[src/hist_config.svh]
`ifndef HIST_CONFIG_SVH
`define HIST_CONFIG_SVH

// number of histogram bins
`define HIST_BINS 16
// bin index width, log2 of HIST_BINS
`define BIN_ADDR_W 4
// per-bin counter width, saturates at all ones
`define COUNT_W 8
// raw timestamp width from the TDC
`define TIME_W 10
// low timestamp bits folded into one bin
`define BIN_SHIFT 4

`endif

[src/histPkg.sv]
`include "hist_config.svh"

package histPkg;

    // bin index into the histogram memory
    typedef logic [`BIN_ADDR_W-1:0] binAddrT;
    // photon count held per bin
    typedef logic [`COUNT_W-1:0] countT;
    // hit timestamp as delivered by the sensor
    typedef logic [`TIME_W-1:0] timeT;

    // builder sequencing
    typedef enum logic [2:0] {
        IDLE,
        CLEAR,
        ACCUM,
        DRAIN,
        SCAN,
        REPORT
    } builderStateT;

    // mapped hit, mapper to builder
    typedef struct packed {
        logic    valid;
        binAddrT bin;
    } binHitT;

    // one bin and its count, used for the output stream and the pending write
    typedef struct packed {
        binAddrT bin;
        countT   count;
    } binEntryT;

    // peak result after a scan
    typedef struct packed {
        binAddrT bin;
        countT   count;
    } peakT;

endpackage

[src/binMapper.sv]
`timescale 1ns/1ps
`include "hist_config.svh"

module binMapper (
    input  logic             clk,
    input  logic             res,
    input  logic             hitValid,
    input  histPkg::timeT    hitTime,
    input  logic             accept,
    output histPkg::binHitT  binHit
);

    // timestamp with the sub-bin bits shifted out
    histPkg::timeT    shifted;
    logic             inRange;
    logic             hitVld;
    histPkg::binAddrT hitBin;

    assign shifted = hitTime >> `BIN_SHIFT;

    // anything past the last bin is dropped here
    assign inRange = shifted < histPkg::timeT'(`HIST_BINS);

    // valid only when the builder is accepting hits
    always_ff @(posedge clk or negedge res) begin
        if (!res) begin
            hitVld <= 1'b0;
        end else begin
            hitVld <= hitValid && accept && inRange;
        end
    end

    // bin index, only meaningful with hitVld
    always_ff @(posedge clk) begin
        if (hitValid) begin
            hitBin <= shifted[`BIN_ADDR_W-1:0];
        end
    end

    assign binHit.valid = hitVld;
    assign binHit.bin   = hitBin;

endmodule

[src/histRam.sv]
`timescale 1ns/1ps
`include "hist_config.svh"

module histRam (
    input  logic             clk,
    input  logic             wrEn,
    input  histPkg::binAddrT wrAddr,
    input  histPkg::countT   wrData,
    input  histPkg::binAddrT rdAddr,
    output histPkg::countT   rdData
);

    // one counter per bin
    histPkg::countT mem [0:`HIST_BINS-1];

    // write port
    always_ff @(posedge clk) begin
        if (wrEn) begin
            mem[wrAddr] <= wrData;
        end
    end

    // registered read port
    // same-address write in this cycle is not visible yet (read-first),
    // the builder forwards around that case
    always_ff @(posedge clk) begin
        rdData <= mem[rdAddr];
    end

endmodule

[src/histBuilder.sv]
`timescale 1ns/1ps
`include "hist_config.svh"

module histBuilder (
    input  logic               clk,
    input  logic               res,
    input  logic               start,
    input  logic               frameEnd,
    input  histPkg::binHitT    binHit,
    input  histPkg::countT     rdData,
    output logic               ready,
    output histPkg::binAddrT   rdAddr,
    output logic               wrEn,
    output histPkg::binAddrT   wrAddr,
    output histPkg::countT     wrData,
    output histPkg::binEntryT  scanEntry,
    output logic               scanValid,
    output logic               scanFirst,
    output logic               done
);

    // last bin index, end of clear and scan
    localparam histPkg::binAddrT LastBin = histPkg::binAddrT'(`HIST_BINS - 1);
    // drain lasts three cycles, counter 0 to 2
    localparam histPkg::binAddrT DrainLast = histPkg::binAddrT'(2);

    histPkg::builderStateT state;
    histPkg::builderStateT stateNext;
    // shared counter for clear address, drain length and scan address
    histPkg::binAddrT      addrCnt;

    // increment pipeline
    logic                  accActive;
    logic                  s1Valid;
    histPkg::binAddrT      s1Bin;
    logic                  accWr;
    histPkg::binEntryT     pend;
    logic                  pendValid;
    histPkg::countT        baseCount;
    histPkg::countT        incCount;

    // bin of the read issued in the previous scan cycle
    histPkg::binAddrT      scanBin;

    always_comb begin
        stateNext = state;
        case (state)
            histPkg::CLEAR: begin
                if (addrCnt == LastBin) begin
                    stateNext = histPkg::ACCUM;
                end
            end
            histPkg::ACCUM: begin
                if (frameEnd) begin
                    stateNext = histPkg::DRAIN;
                end
            end
            histPkg::DRAIN: begin
                if (addrCnt == DrainLast) begin
                    stateNext = histPkg::SCAN;
                end
            end
            histPkg::SCAN: begin
                if (addrCnt == LastBin) begin
                    stateNext = histPkg::REPORT;
                end
            end
            histPkg::REPORT: stateNext = histPkg::IDLE;
            default:         stateNext = histPkg::IDLE;
        endcase
        // start wins from any state
        if (start) begin
            stateNext = histPkg::CLEAR;
        end
    end

    // counter restarts on every state change and on start
    always_ff @(posedge clk or negedge res) begin
        if (!res) begin
            state   <= histPkg::IDLE;
            addrCnt <= '0;
        end else begin
            state <= stateNext;
            if (start || stateNext != state) begin
                addrCnt <= '0;
            end else begin
                addrCnt <= addrCnt + 1'b1;
            end
        end
    end

    // hits still land during drain, the last ones are in flight
    assign accActive = (state == histPkg::ACCUM) || (state == histPkg::DRAIN);
    assign accWr     = accActive && s1Valid;

    // rdData is stale if the previous write hit the same bin
    assign baseCount = (pendValid && pend.bin == s1Bin) ? pend.count : rdData;
    // hold at full scale
    assign incCount  = (baseCount == '1) ? baseCount : baseCount + 1'b1;

    always_ff @(posedge clk or negedge res) begin
        if (!res) begin
            s1Valid   <= 1'b0;
            pendValid <= 1'b0;
            scanValid <= 1'b0;
            scanFirst <= 1'b0;
            done      <= 1'b0;
        end else begin
            s1Valid   <= accActive && binHit.valid;
            pendValid <= accWr;
            // stream lags the read address by the RAM latency
            scanValid <= state == histPkg::SCAN;
            scanFirst <= (state == histPkg::SCAN) && (addrCnt == '0);
            // one cycle after the last streamed bin
            done      <= state == histPkg::REPORT;
        end
    end

    always_ff @(posedge clk) begin
        s1Bin      <= binHit.bin;
        pend.bin   <= s1Bin;
        pend.count <= incCount;
        scanBin    <= addrCnt;
    end

    assign ready  = state == histPkg::ACCUM;

    // read the hit's bin as it arrives, or walk the bins when scanning
    assign rdAddr = (state == histPkg::SCAN) ? addrCnt : binHit.bin;

    // clear owns the write port, otherwise the increment result
    assign wrEn   = (state == histPkg::CLEAR) || accWr;
    assign wrAddr = (state == histPkg::CLEAR) ? addrCnt : s1Bin;
    assign wrData = (state == histPkg::CLEAR) ? '0 : incCount;

    assign scanEntry.bin   = scanBin;
    assign scanEntry.count = rdData;

endmodule

[src/peakFinder.sv]
`timescale 1ns/1ps

module peakFinder (
    input  logic              clk,
    input  logic              res,
    input  histPkg::binEntryT scanEntry,
    input  logic              scanValid,
    input  logic              scanFirst,
    output histPkg::peakT     peak
);

    logic takeEntry;
    logic greater;

    // strictly greater only, so an equal count never displaces a lower bin
    assign greater = scanEntry.count > peak.count;

    // first entry always loads and drops the previous frame's peak
    assign takeEntry = scanValid && (scanFirst || greater);

    always_ff @(posedge clk or negedge res) begin
        if (!res) begin
            peak <= '0;
        end else if (takeEntry) begin
            peak.bin   <= scanEntry.bin;
            peak.count <= scanEntry.count;
        end
    end

    // held untouched between scans, so the result stays
    // readable from done until the next frame's scan

endmodule

[src/histTop.sv]
`timescale 1ns/1ps

module histTop (
    input  logic              clk,
    input  logic              res,
    input  logic              start,
    input  logic              hitValid,
    input  histPkg::timeT     hitTime,
    input  logic              frameEnd,
    output logic              ready,
    output histPkg::binEntryT binOut,
    output logic              binValid,
    output histPkg::peakT     peak,
    output logic              done
);

    // mapper to builder
    histPkg::binHitT   binHit;

    // builder to memory
    histPkg::binAddrT  rdAddr;
    logic              wrEn;
    histPkg::binAddrT  wrAddr;
    histPkg::countT    wrData;
    histPkg::countT    rdData;

    // scan stream, also the external output
    histPkg::binEntryT scanEntry;
    logic              scanValid;
    logic              scanFirst;

    // hits are only taken while the builder accumulates
    binMapper uMapper (
        .clk      (clk),
        .res      (res),
        .hitValid (hitValid),
        .hitTime  (hitTime),
        .accept   (ready),
        .binHit   (binHit)
    );

    histBuilder uBuilder (
        .clk       (clk),
        .res       (res),
        .start     (start),
        .frameEnd  (frameEnd),
        .binHit    (binHit),
        .rdData    (rdData),
        .ready     (ready),
        .rdAddr    (rdAddr),
        .wrEn      (wrEn),
        .wrAddr    (wrAddr),
        .wrData    (wrData),
        .scanEntry (scanEntry),
        .scanValid (scanValid),
        .scanFirst (scanFirst),
        .done      (done)
    );

    histRam uRam (
        .clk    (clk),
        .wrEn   (wrEn),
        .wrAddr (wrAddr),
        .wrData (wrData),
        .rdAddr (rdAddr),
        .rdData (rdData)
    );

    peakFinder uPeak (
        .clk       (clk),
        .res       (res),
        .scanEntry (scanEntry),
        .scanValid (scanValid),
        .scanFirst (scanFirst),
        .peak      (peak)
    );

    assign binOut   = scanEntry;
    assign binValid = scanValid;

endmodule

[config.mk]
export PLATFORM = sky130hd
export DESIGN_NAME = histTop
export DESIGN_NICKNAME = d
export VERILOG_FILES = /design/src/histPkg.sv /design/src/binMapper.sv /design/src/histRam.sv /design/src/histBuilder.sv /design/src/peakFinder.sv /design/src/histTop.sv
export VERILOG_INCLUDE_DIRS = /design/src
export SDC_FILE = /design/constraint.sdc
export NUM_CORES = 1
export LEC_CHECK = 0
export ABC_AREA = 1
export BUFFER_PORTS_ARGS = -buffer_cell sky130_fd_sc_hd__buf_2
export CORE_UTILIZATION = 45
export CTS_BUF_LIST = sky130_fd_sc_hd__clkbuf_16
export CTS_CLUSTER_SIZE = 28
export DETAILED_ROUTE_END_ITERATION = 16
export HOLD_SLACK_MARGIN = 0.05
export MAX_ROUTING_LAYER = met4
export PLACE_DENSITY = 0.62
export SETUP_SLACK_MARGIN = 0.15
export SYNTH_ARGS = -nofsm -noshare
export SYNTH_HDL_FRONTEND = slang
export SYNTH_HIERARCHICAL = 1
export SYNTH_SLANG_ARGS = --single-unit
[constraint.sdc]
create_clock -name clk -period 6.2 [get_ports clk]
set_input_delay 0.93 -clock clk [delete_from_list [all_inputs] [get_ports clk]]
set_output_delay 0.93 -clock clk [all_outputs]
set_load 0.01 [all_outputs]
; ---- Word level (Yosys, flattened, before mapping)
; Memory sizes are Yosys's and may differ from the RTL's. A register that Yosys moved wholly into a read port is not among the register bits.
; Cells that the tools add are included.
[op_classes]
add_sub_neg = 2
mux = 14
bitwise_logic = 0
n_shift = 0
n_eq_ne = 10
n_mul = 0
order_cmp = 2
div = 0
n_reduce_logical = 12
[op_table]
columns = operator, n
row1 = two-way mux 8 bit, 3
row2 = two-way mux 3 bit, 5
row3 = two-way mux 4 bit, 3
row4 = case mux 3 bit (4 select lines), 1
row5 = "adder 8 x 1 -> 8 bit, second input constant", 1
row6 = "equality test 8 bit, second input constant", 1
row7 = > comparator 8 bit, 1
row8 = logical AND 1 bit, 7
row9 = "equality test 3 x 2 -> 1 bit, second input constant", 2
row10 = "equality test 3 bit, second input constant", 2
row11 = "< comparator 6 x 5 -> 1 bit, second input constant", 1
row12 = "adder 4 x 1 -> 4 bit, second input constant", 1
row13 = "equality test 4 x 2 -> 1 bit, second input constant", 1
row14 = equality test 4 bit, 1
row15 = "equality test 4 bit, second input constant", 1
row16 = zero test 4 bit, 1
row17 = logical OR 1 bit, 4
row18 = "equality test 3 x 1 -> 1 bit, second input constant", 1
row19 = != test 3 bit, 1
row20 = two-way mux 1 bit, 2
[totals]
ram_bits = 128
n_memories = 1
latchBits = 0
inputBits = 15
wordCells = 56
romBits = 0
register_bits = 49
[mem_list]
columns = memory, words, width, rd, rd_ports_with_merged_regs, write_ports, line
row1 = uRam.mem, 16, 8, 1, 1, 1, histRam.sv:14  ; histPkg::countT mem [0:`HIST_BINS-1];

; ---- Depth between registers and ports, before layout
; Gate-level depths: netlist of run 1.
[depth]
ltp_word = 7
depth_mapped = 16
mapped_depth_nobuf = 14

; ---- Cells and area by module
; Netlist of run 1, hierarchy kept.
[by_module_without_submodules]
columns = module, seq_area_each_um2, area_each_um2, instances, cells_each
row1 = histRam, 4003.8, 5766.8, 1, 551
row2 = histBuilder, 700.7, 1621.6, 1, 219
row3 = peakFinder, 300.3, 705.7, 1, 90
row4 = binMapper, 145.1, 173.9, 1, 11

; ---- Worst setup path after synthesis of run 1
; No wires, ideal clock.
[synth_timing]
kind = register -> register
startpoint = register uBuilder.s1Bin[0]
endpoint = memory uRam/mem[0][3] (netlist name) (data pin)
path_slack_ps = 3859
path_stages_with_launch = 13
arrival_time_ps = 2050
required_ps = 5909
synth_period_minus_slack_ps = 2341
cell_sequence = dfxtp_1 > inv_1 > nor2_1 > nor2_4 > nand3_2 > buf_6 > nand2_1 > nand2_1 > ha_1 > nand2_1 > nor2_4 > nand2_2 > a21oi_1
[synth_via]
elab_chain_cells = 6
[synth_lines]
columns = element, line
row1 = "start, declared", histBuilder.sv:35  ; histPkg::binAddrT s1Bin;
row2 = "start signal, assigned", histBuilder.sv:120  ; s1Bin <= binHit.bin;
row3 = equality test 4 bit (*), histBuilder.sv:97  ; assign baseCount = (pendValid && pend.bin == s1Bin) ? pend.count : rdData;
row4 = logical AND 1 bit (*), histBuilder.sv:97
row5 = two-way mux 8 bit (*), histBuilder.sv:97
row6 = adder 8 x 1 -> 8 bit / equality test 8 bit (equally long branches), histBuilder.sv:99  ; assign incCount = (baseCount == '1) ? baseCount : baseCount + 1'b1;
row7 = two-way mux 8 bit (*), histBuilder.sv:99
row8 = two-way mux 8 bit (*), histBuilder.sv:134  ; assign wrData = (state == histPkg::CLEAR) ? '0 : incCount;
row9 = net wrData[3], histTop.sv:24  ; histPkg::countT wrData;
row10 = "end, declared", histRam.sv:14
; The timed path passes the listed nets; every way through them passes the cells marked *.

; ---- Worst setup path after layout of run 1
[layout_timing]
startpoint = register uBuilder.s1Bin[0]
endpoint = memory uRam/mem[8][0] (netlist name) (data pin)
; Same word-level chain as after synthesis.

==> results of run 1 <==
==> worst register-to-register path, cell delays in order (launching register included) <==
cell	delay (ns)
dfxtp_1	0.34
inv_1	0.06
nor2_1	0.16
nor2_4	0.09
nand3_2	0.23
nand2_1	0.08
nand2_1	0.14
ha_1	0.18
nand2_1	0.14
nor2_4	0.20
nand2_2	0.14
nand2_1	0.08
nand2_1	0.08
nor2_1	0.81
==> cell type report <==
class / instances / share of cell area [%]
inverters: 157 / 6.47
clock buffers: 17 / 4.67
repair buffers: 47 / 2.86
flip-flops and latches: 185 / 56.5
multi-input cells: 490 / 24.9
well taps: 229 / 3.14
clock inverters: 14 / 1.47
==> power groups by stage <==
stage	registers [mW]	clock network, mW	logic (mW)
6_report	1.39	1.03	0.271
3_3_place_gp	1.42	0	0.270
5_1_grt	1.40	1.10	0.309
2_1_floorplan	1.41	0	0.218
3_5_place_dp	1.42	0	0.272
4_1_cts	1.39	1.05	0.273
==> layout by cell type, fill, tap and decap left out, types with 3 or more instances in the layout <==
master / count
nand3b_1: 3
nand2_2: 4
clkinvlp_4: 4
a21oi_1: 6
o21ai_0: 8
nand2_1: 265
dfrtp_1: 25
clkbuf_16: 17
ha_1: 12
o21ai_2: 4
inv_2: 5
buf_2: 37
edfxtp_1: 132
o21ai_1: 3
inv_1: 153
nor2_4: 4
clkinv_2: 3
dfxtp_1: 28
nand4_1: 8
nor2_1: 39
nand3_1: 120
buf_4: 10
==> worst max-delay path by stage <==
stage	slack [ns]	start	cells past startpoint	end
4_1_cts	3.15	uBuilder/s1Bin[0]	13	uRam/mem[8][0]
2_1_floorplan	3.86	uBuilder/s1Bin[0]	12	uRam/mem[0][3]
6_report	3.13	uBuilder/s1Bin[0]	13	uRam/mem[8][0]
3_5_place_dp	3.17	uBuilder/s1Bin[0]	13	uRam/mem[10][0]
5_1_grt	2.80	uBuilder/s1Bin[1]	13	uRam/mem[13][6]
3_3_place_gp	3.21	uBuilder/s1Bin[0]	13	uRam/mem[10][0]
==> sequential cells by signal, indices dropped and copies added (netlist names) <==
register	cells
uBuilder/addrCnt	4
uBuilder/done	1
uBuilder/pend	12
uBuilder/pendValid	1
uBuilder/s1Bin	4
uBuilder/s1Valid	1
uBuilder/scanBin	4
uBuilder/scanFirst	1
uBuilder/scanValid	1
uBuilder/state	3
uMapper/hitBin	4
uMapper/hitVld	1
uPeak/peak	12
uRam/mem	128
uRam/rdData	8
==> Yosys cell counts (all sizes together), types with 2 or more instances <==
cell    number
buf         36
nor3         2
edfxtp     132
dfxtp       28
xor2         2
nor2        45
nand3b       3
dfrtp       25
nand2      269
o21ai       16
ha          12
nand3      122
a21oi        6
inv        156
nand4        8
clkbuf       3
==> stage by stage <==
stage	cells	worst slack [ns]	area, um2	hold slack [ns]	total power [mW]
3_5_place_dp	1108	3.17	8550	0.359	1.69
5_1_grt	1139	2.80	9110	0.389	2.80
2_1_floorplan	871	3.86	8270	0.348	1.62
6_report	1139	3.13	9110	0.370	2.69
3_3_place_gp	1108	3.21	8550	0.356	1.69
4_1_cts	1139	3.15	9110	0.372	2.71
==> per-layer routing <==
metal	track usage, %	share of wire [%]	vias up
li1	-	-	2809
met1	26.1	46	2526
met2	30.4	47	119
met3	3.57	4.6	26
met4	7.88	1.9	0
met5	-	0	-
==> kinds of logic after synthesis <==
family | Yosys count | synth area share (%)
compound gates | 25 | 1.74
xor+xnor | 3 | 0.318
fa+ha+maj | 12 | 1.82
buf+inv | 196 | 10.5
flops | 185 | 62.3
simple gates | 450 | 23.4
==> run summary, run 1 <==
status: complete, no violations
maximum VDD drop: 0.000228 V
Distinct cells, synth: 32
setup bufs post-CTS: 0
TNS Setup: 0 ns
CTS tree: yes
Mapped Avg Cell Area: 9.49 um2
worst slew pin tran: 1.12 ns
Vias: 5480
ys flop type: edfxtp_1
Synth-to-Final Area Change: 10.2%
Worst path most repeated cell: nand2_1
crit-path max cell delay: 0.81 ns
Req. time, crit path: 6.27 ns
row count: 49
Slew HR: 25.0%
fin. max-slew vios: 0
Clk pwr share: 38.2%
endpoints failing setup: 0
GPL Wtd Cong: 0.847
Die Wd: 138 um
worst-path maximum fanout: 16
cell taking the most area after synthesis: edfxtp_1
Iter 0 DRT Violations: 389
Worst-path clk slew: 0.06 ns
largest net degree at the start of global routing: 65
chip height: 138 um
Max Cap Viol: 0
clock buffer count from CTS: 17
Int Power: 2.03 mW
fin util: 50.7%
crit path capture type: flip-flop
CP Buf/Inv Count: 1
worst-path cell chain: inv_1, nor2_1, nor2_4, nand3_2, nand2_1, nand2_1, ha_1, nand2_1, nor2_4, nand2_2, nand2_1, nand2_1, nor2_1
top-area cell type share of the netlist area: 47.9%
Slowest-stage cell, CP: nor2_1
FMAX: 0.326 GHz
clk_lat worst skew: 0.42 ns
skew final: 0.00922 ns
H-tree levels: 4
drt via density: 4.81
multi-input logic area: 2270 um2
GR Util All Layers: 19.8%
Critical Path AT: 3.14 ns
crit start category: flip-flop
io pins: 42
register share of total power: 51.7%
R2R Setup Slk: 3.13 ns
FILL cells: 1653
post-DR wirelength/cell: 15.0 um
Clock Tree Root: clkbuf_16
global-route wire length before repair: 26400 um
number of port buffers: 37
Final HPWL DP: 10700 um
Seq/Total Area, Yosys: 62.3%
Final period util: 49.5%
RSZ-0062 raised after global routing: false
nets@finish: 925
Hold Crit Depth: 0
vias in the first global route: 4956
# clock sinks: 185
Min-Delay Path Class: reg -> reg
Worst Path Class, Setup: reg -> reg
Synth Instances: 871
post-layout minimum cycle time: 3.07 ns
Power Density: 295 nW/um2
Post-DRT Antenna Nets: 0
P_leak: 4.23 nW
Clock Tree Buf Depth: 2
EDFF count, synth: 132
Routed WL: 17100 um
FF-to-FF End: uRam/mem[8][0]
number of synthesized register bits: 185
Hold EP: uBuilder/pend[8]
synth top area cells: edfxtp_1 48%, nand2_1 12%, dfrtp_1 7.6%
Psw: 657 uW
Hold Startpoint: uBuilder/s1Bin[0]
diode count: 0
R2R depth: 13
placeable core region: 18000 um2
r2r startpoint: uBuilder/s1Bin[0]
CTS Hold Bufs: 0
Async SR Flop Fraction: 13.5%
Ys Warns: 6
die area: 18900 um2
DRC: 0
net count after synthesis: 898
Initial Utilization: 46.0%
Combinational Power Share: 10.1%
initial antenna violation count: 0
TritonRoute pass-1 iters: 5
Final Hold Vio Count: 0
area taken by flip-flops and latches: 5150 um2
total grt overflow: 0
top cell family by delay on the critical path: simple AND/OR/NAND/NOR gates
layout cells sized above 1: 10.8%
CTS resizes: 0
sw frac: 24.4%
synthesized area: 8270 um2
No activity file was read; power rests on OpenSTA's default activity.
==> run 2: changes to the inputs <==
==> constraint.sdc (replaced) <==
create_clock -name clk -period 2.85 [get_ports clk]
set_input_delay 0.4275 -clock clk [delete_from_list [all_inputs] [get_ports clk]]
set_output_delay 0.4275 -clock clk [all_outputs]
set_load 0.01 [all_outputs]
==> run summary, run 2 (synthesized netlist as in run 1, its figures left out) <==
most frequent cells in the layout: 265 x nand2_1, 153 x inv_1, 132 x edfxtp_1, 120 x nand3_1, 50 x buf_4
worst-path maximum fanout: 16 (unchanged)
P_leak: 4.45 nW (+5.1%)
row count: 49 (unchanged)
sw frac: 25.2% (+0.84 points)
crit-path max cell delay: 0.57 ns (-0.24 ns)
Clk pwr share: 37.4% (-0.8 points)
Slowest-stage cell, CP: nor2_2
Clock Tree Root: clkbuf_16
clk_lat worst skew: 0.43 ns (about the same)
Final Hold Vio Count: 0 (unchanged)
Largest register FFs: 128 (unchanged)
post-layout minimum cycle time: 2.48 ns (-0.587 ns)
Int Power: 4.41 mW (+120%)
Initial Utilization: 46.0% (unchanged)
register share of total power: 51.3% (-0.4 points)
fin util: 52.7% (+2.0 points)
R2R Setup Slk: 0.37 ns (-2.76 ns)
Worst path most repeated cell: nand2_1
FMAX: 0.403 GHz (+24%)
FILL cells: 1590 (-3.8%)
crit path capture type: flip-flop
TritonRoute pass-1 iters: 7 (+2)
H-tree levels: 4 (unchanged)
maximum VDD drop: 0.000442 V (+93%)
GR Util All Layers: 20.8% (+1.0 points)
Post-DRT Antenna Nets: 0 (unchanged)
Final HPWL DP: 11800 um (+11%)
Clock Tree Buf Depth: 2 (unchanged)
DRC: 0 (unchanged)
largest net degree at the start of global routing: 35 (-46%)
fin. max-slew vios: 0 (unchanged)
worst-path cell chain: inv_1, nor2_1, nor2_4, nand3_2, nand2_1, nand2_1, ha_1, nand2_1, nor2_4, nand2_1, nand2_1, o21ai_1, nor2_2
Top Registers: uRam/mem x128, uBuilder/pend x12, uPeak/peak x12
# clock sinks: 185 (unchanged)
Slew HR: 50.8% (+26 points)
Critical Path AT: 2.61 ns (-0.53 ns)
Max Cap Viol: 0 (unchanged)
Power Density: 623 nW/um2 (+110%)
endpoints failing setup: 0 (unchanged)
status: complete, no violations
global-route wire length before repair: 27600 um (+4.7%)
chip height: 138 um (unchanged)
skew final: 0.00769 ns (-0.00154 ns)
initial antenna violation count: 1 (+1)
placeable core region: 18000 um2 (unchanged)
Combinational Power Share: 11.3% (+1.2 points)
clock buffer count from CTS: 17 (unchanged)
RSZ-0062 raised after global routing: false
Routed WL: 17800 um (+4.1%)
TNS Setup: 0 ns (unchanged)
nets@finish: 968 (+4.6%)
Psw: 1.49 mW (+130%)
drt via density: 4.81 (about the same)
Die Wd: 138 um (unchanged)
Worst-path clk slew: 0.06 ns (about the same)
io pins: 42 (unchanged)
Worst Path Class, Setup: reg -> reg
Synth-to-Final Area Change: 14.5%
worst slew pin tran: 0.737 ns (-0.383 ns)
GPL Wtd Cong: 0.842 (-0.51%)
Vias: 5691 (+3.9%)
crit start category: flip-flop
Min-Delay Path Class: in -> reg
Req. time, crit path: 2.98 ns (-3.29 ns)
CTS tree: yes
Final period util: 87.0% (+38 points)
commonest non-fill, non-tap cell in the layout: nand2_1
layout cells sized above 1: 15.3% (+4.5 points)
R2R depth: 13 (unchanged)
number of port buffers: 37 (unchanged)
post-DR wirelength/cell: 15.0 um (+0.23%)
Hold Crit Depth: 1 (+1)
vias in the first global route: 5102 (+2.9%)
total grt overflow: 0 (unchanged)
Iter 0 DRT Violations: 435 (+12%)
die area: 18900 um2 (unchanged)
diode count: 0 (unchanged)
largest register by flop count: uRam/mem
==> run 2: area by class of cell <==
class | count | area [um2] | share of cell area [%]
Clock buffer | 17 | 425 | 4.49
Inverter | 157 | 589 | 6.23
Multi-Input combinational cell | 490 | 2280 | 24.1
Tap cell | 229 | 287 | 3.03
Sequential cell | 185 | 5150 | 54.4
Timing Repair Buffer | 90 | 611 | 6.45
Clock inverter | 15 | 126 | 1.33
==> run 2: repair_timing <==
item	in CTS	in global routing
setup endpoints to repair	32	20
buffers inserted	0	0
hold buffers	1	0
gates resized for setup	2	2
hold endpoints to repair	25	0
==> run 2: path summary, 6_finish.rpt <==
| path | from | end |
|---|---|---|
| worst min-delay path | hitTime[6] | uMapper/hitBin[2] |
| worst min register to register | uBuilder/s1Bin[0] | uBuilder/pend[8] |
| worst max register to register | uBuilder/s1Bin[0] | uRam/mem[14][6] |
| min in group asynchronous | res | uPeak/peak[6] |
| max in group asynchronous | res | uMapper/hitVld |
| worst max-delay path | uBuilder/s1Bin[0] | uRam/mem[14][6] |
==> run 2: through the flow <==
step | total power [mW] | hold WS, ns | cells | setup slack (ns) | cell area (um2)
after CTS | 5.95 | 0.162 | 1183 | 0.311 | 9460
after floorplan | 3.53 | 0.132 | 871 | 0.509 | 8270
final | 5.90 | 0.178 | 1183 | 0.370 | 9470
after detailed placement | 3.75 | 0.356 | 1150 | 0.0490 | 8890
after global placement | 3.75 | 0.355 | 1150 | 0.102 | 8890
after global routing | 6.15 | 0.164 | 1183 | 0.153 | 9470
==> run 2: layer usage <==
metal | vias up | share of wire [%] | wire length (um) | GRT usage [%]
met3 | 32 | 5.7 | 1020 | 4.12
met4 | 0 | 2.6 | 461 | 8.97
met5 | - | 0 | 0 | -
li1 | 2896 | - | - | -
met2 | 137 | 45 | 7920 | 29.1
met1 | 2626 | 47 | 8400 | 29.3
==> run 2: worst max-delay path: cells and delay by family, from the launching register on <==
family	cells	cell delay [ns]
adder cells (fa/ha/maj)	1	0.17
buffers and inverters	1	0.06
flip-flops	1	0.34
AO/OA/AOI/OAI	1	0.09
AND/OR/NAND/NOR	10	1.50
==> run 2: power by group through the flow <==
stage,clock network (mW),registers (mW),logic (mW)
final,2.20,3.03,0.668
after global routing,2.35,3.04,0.758
after global placement,0,3.09,0.664
after detailed placement,0,3.09,0.667
after CTS,2.25,3.03,0.672
after floorplan,0,3.06,0.475
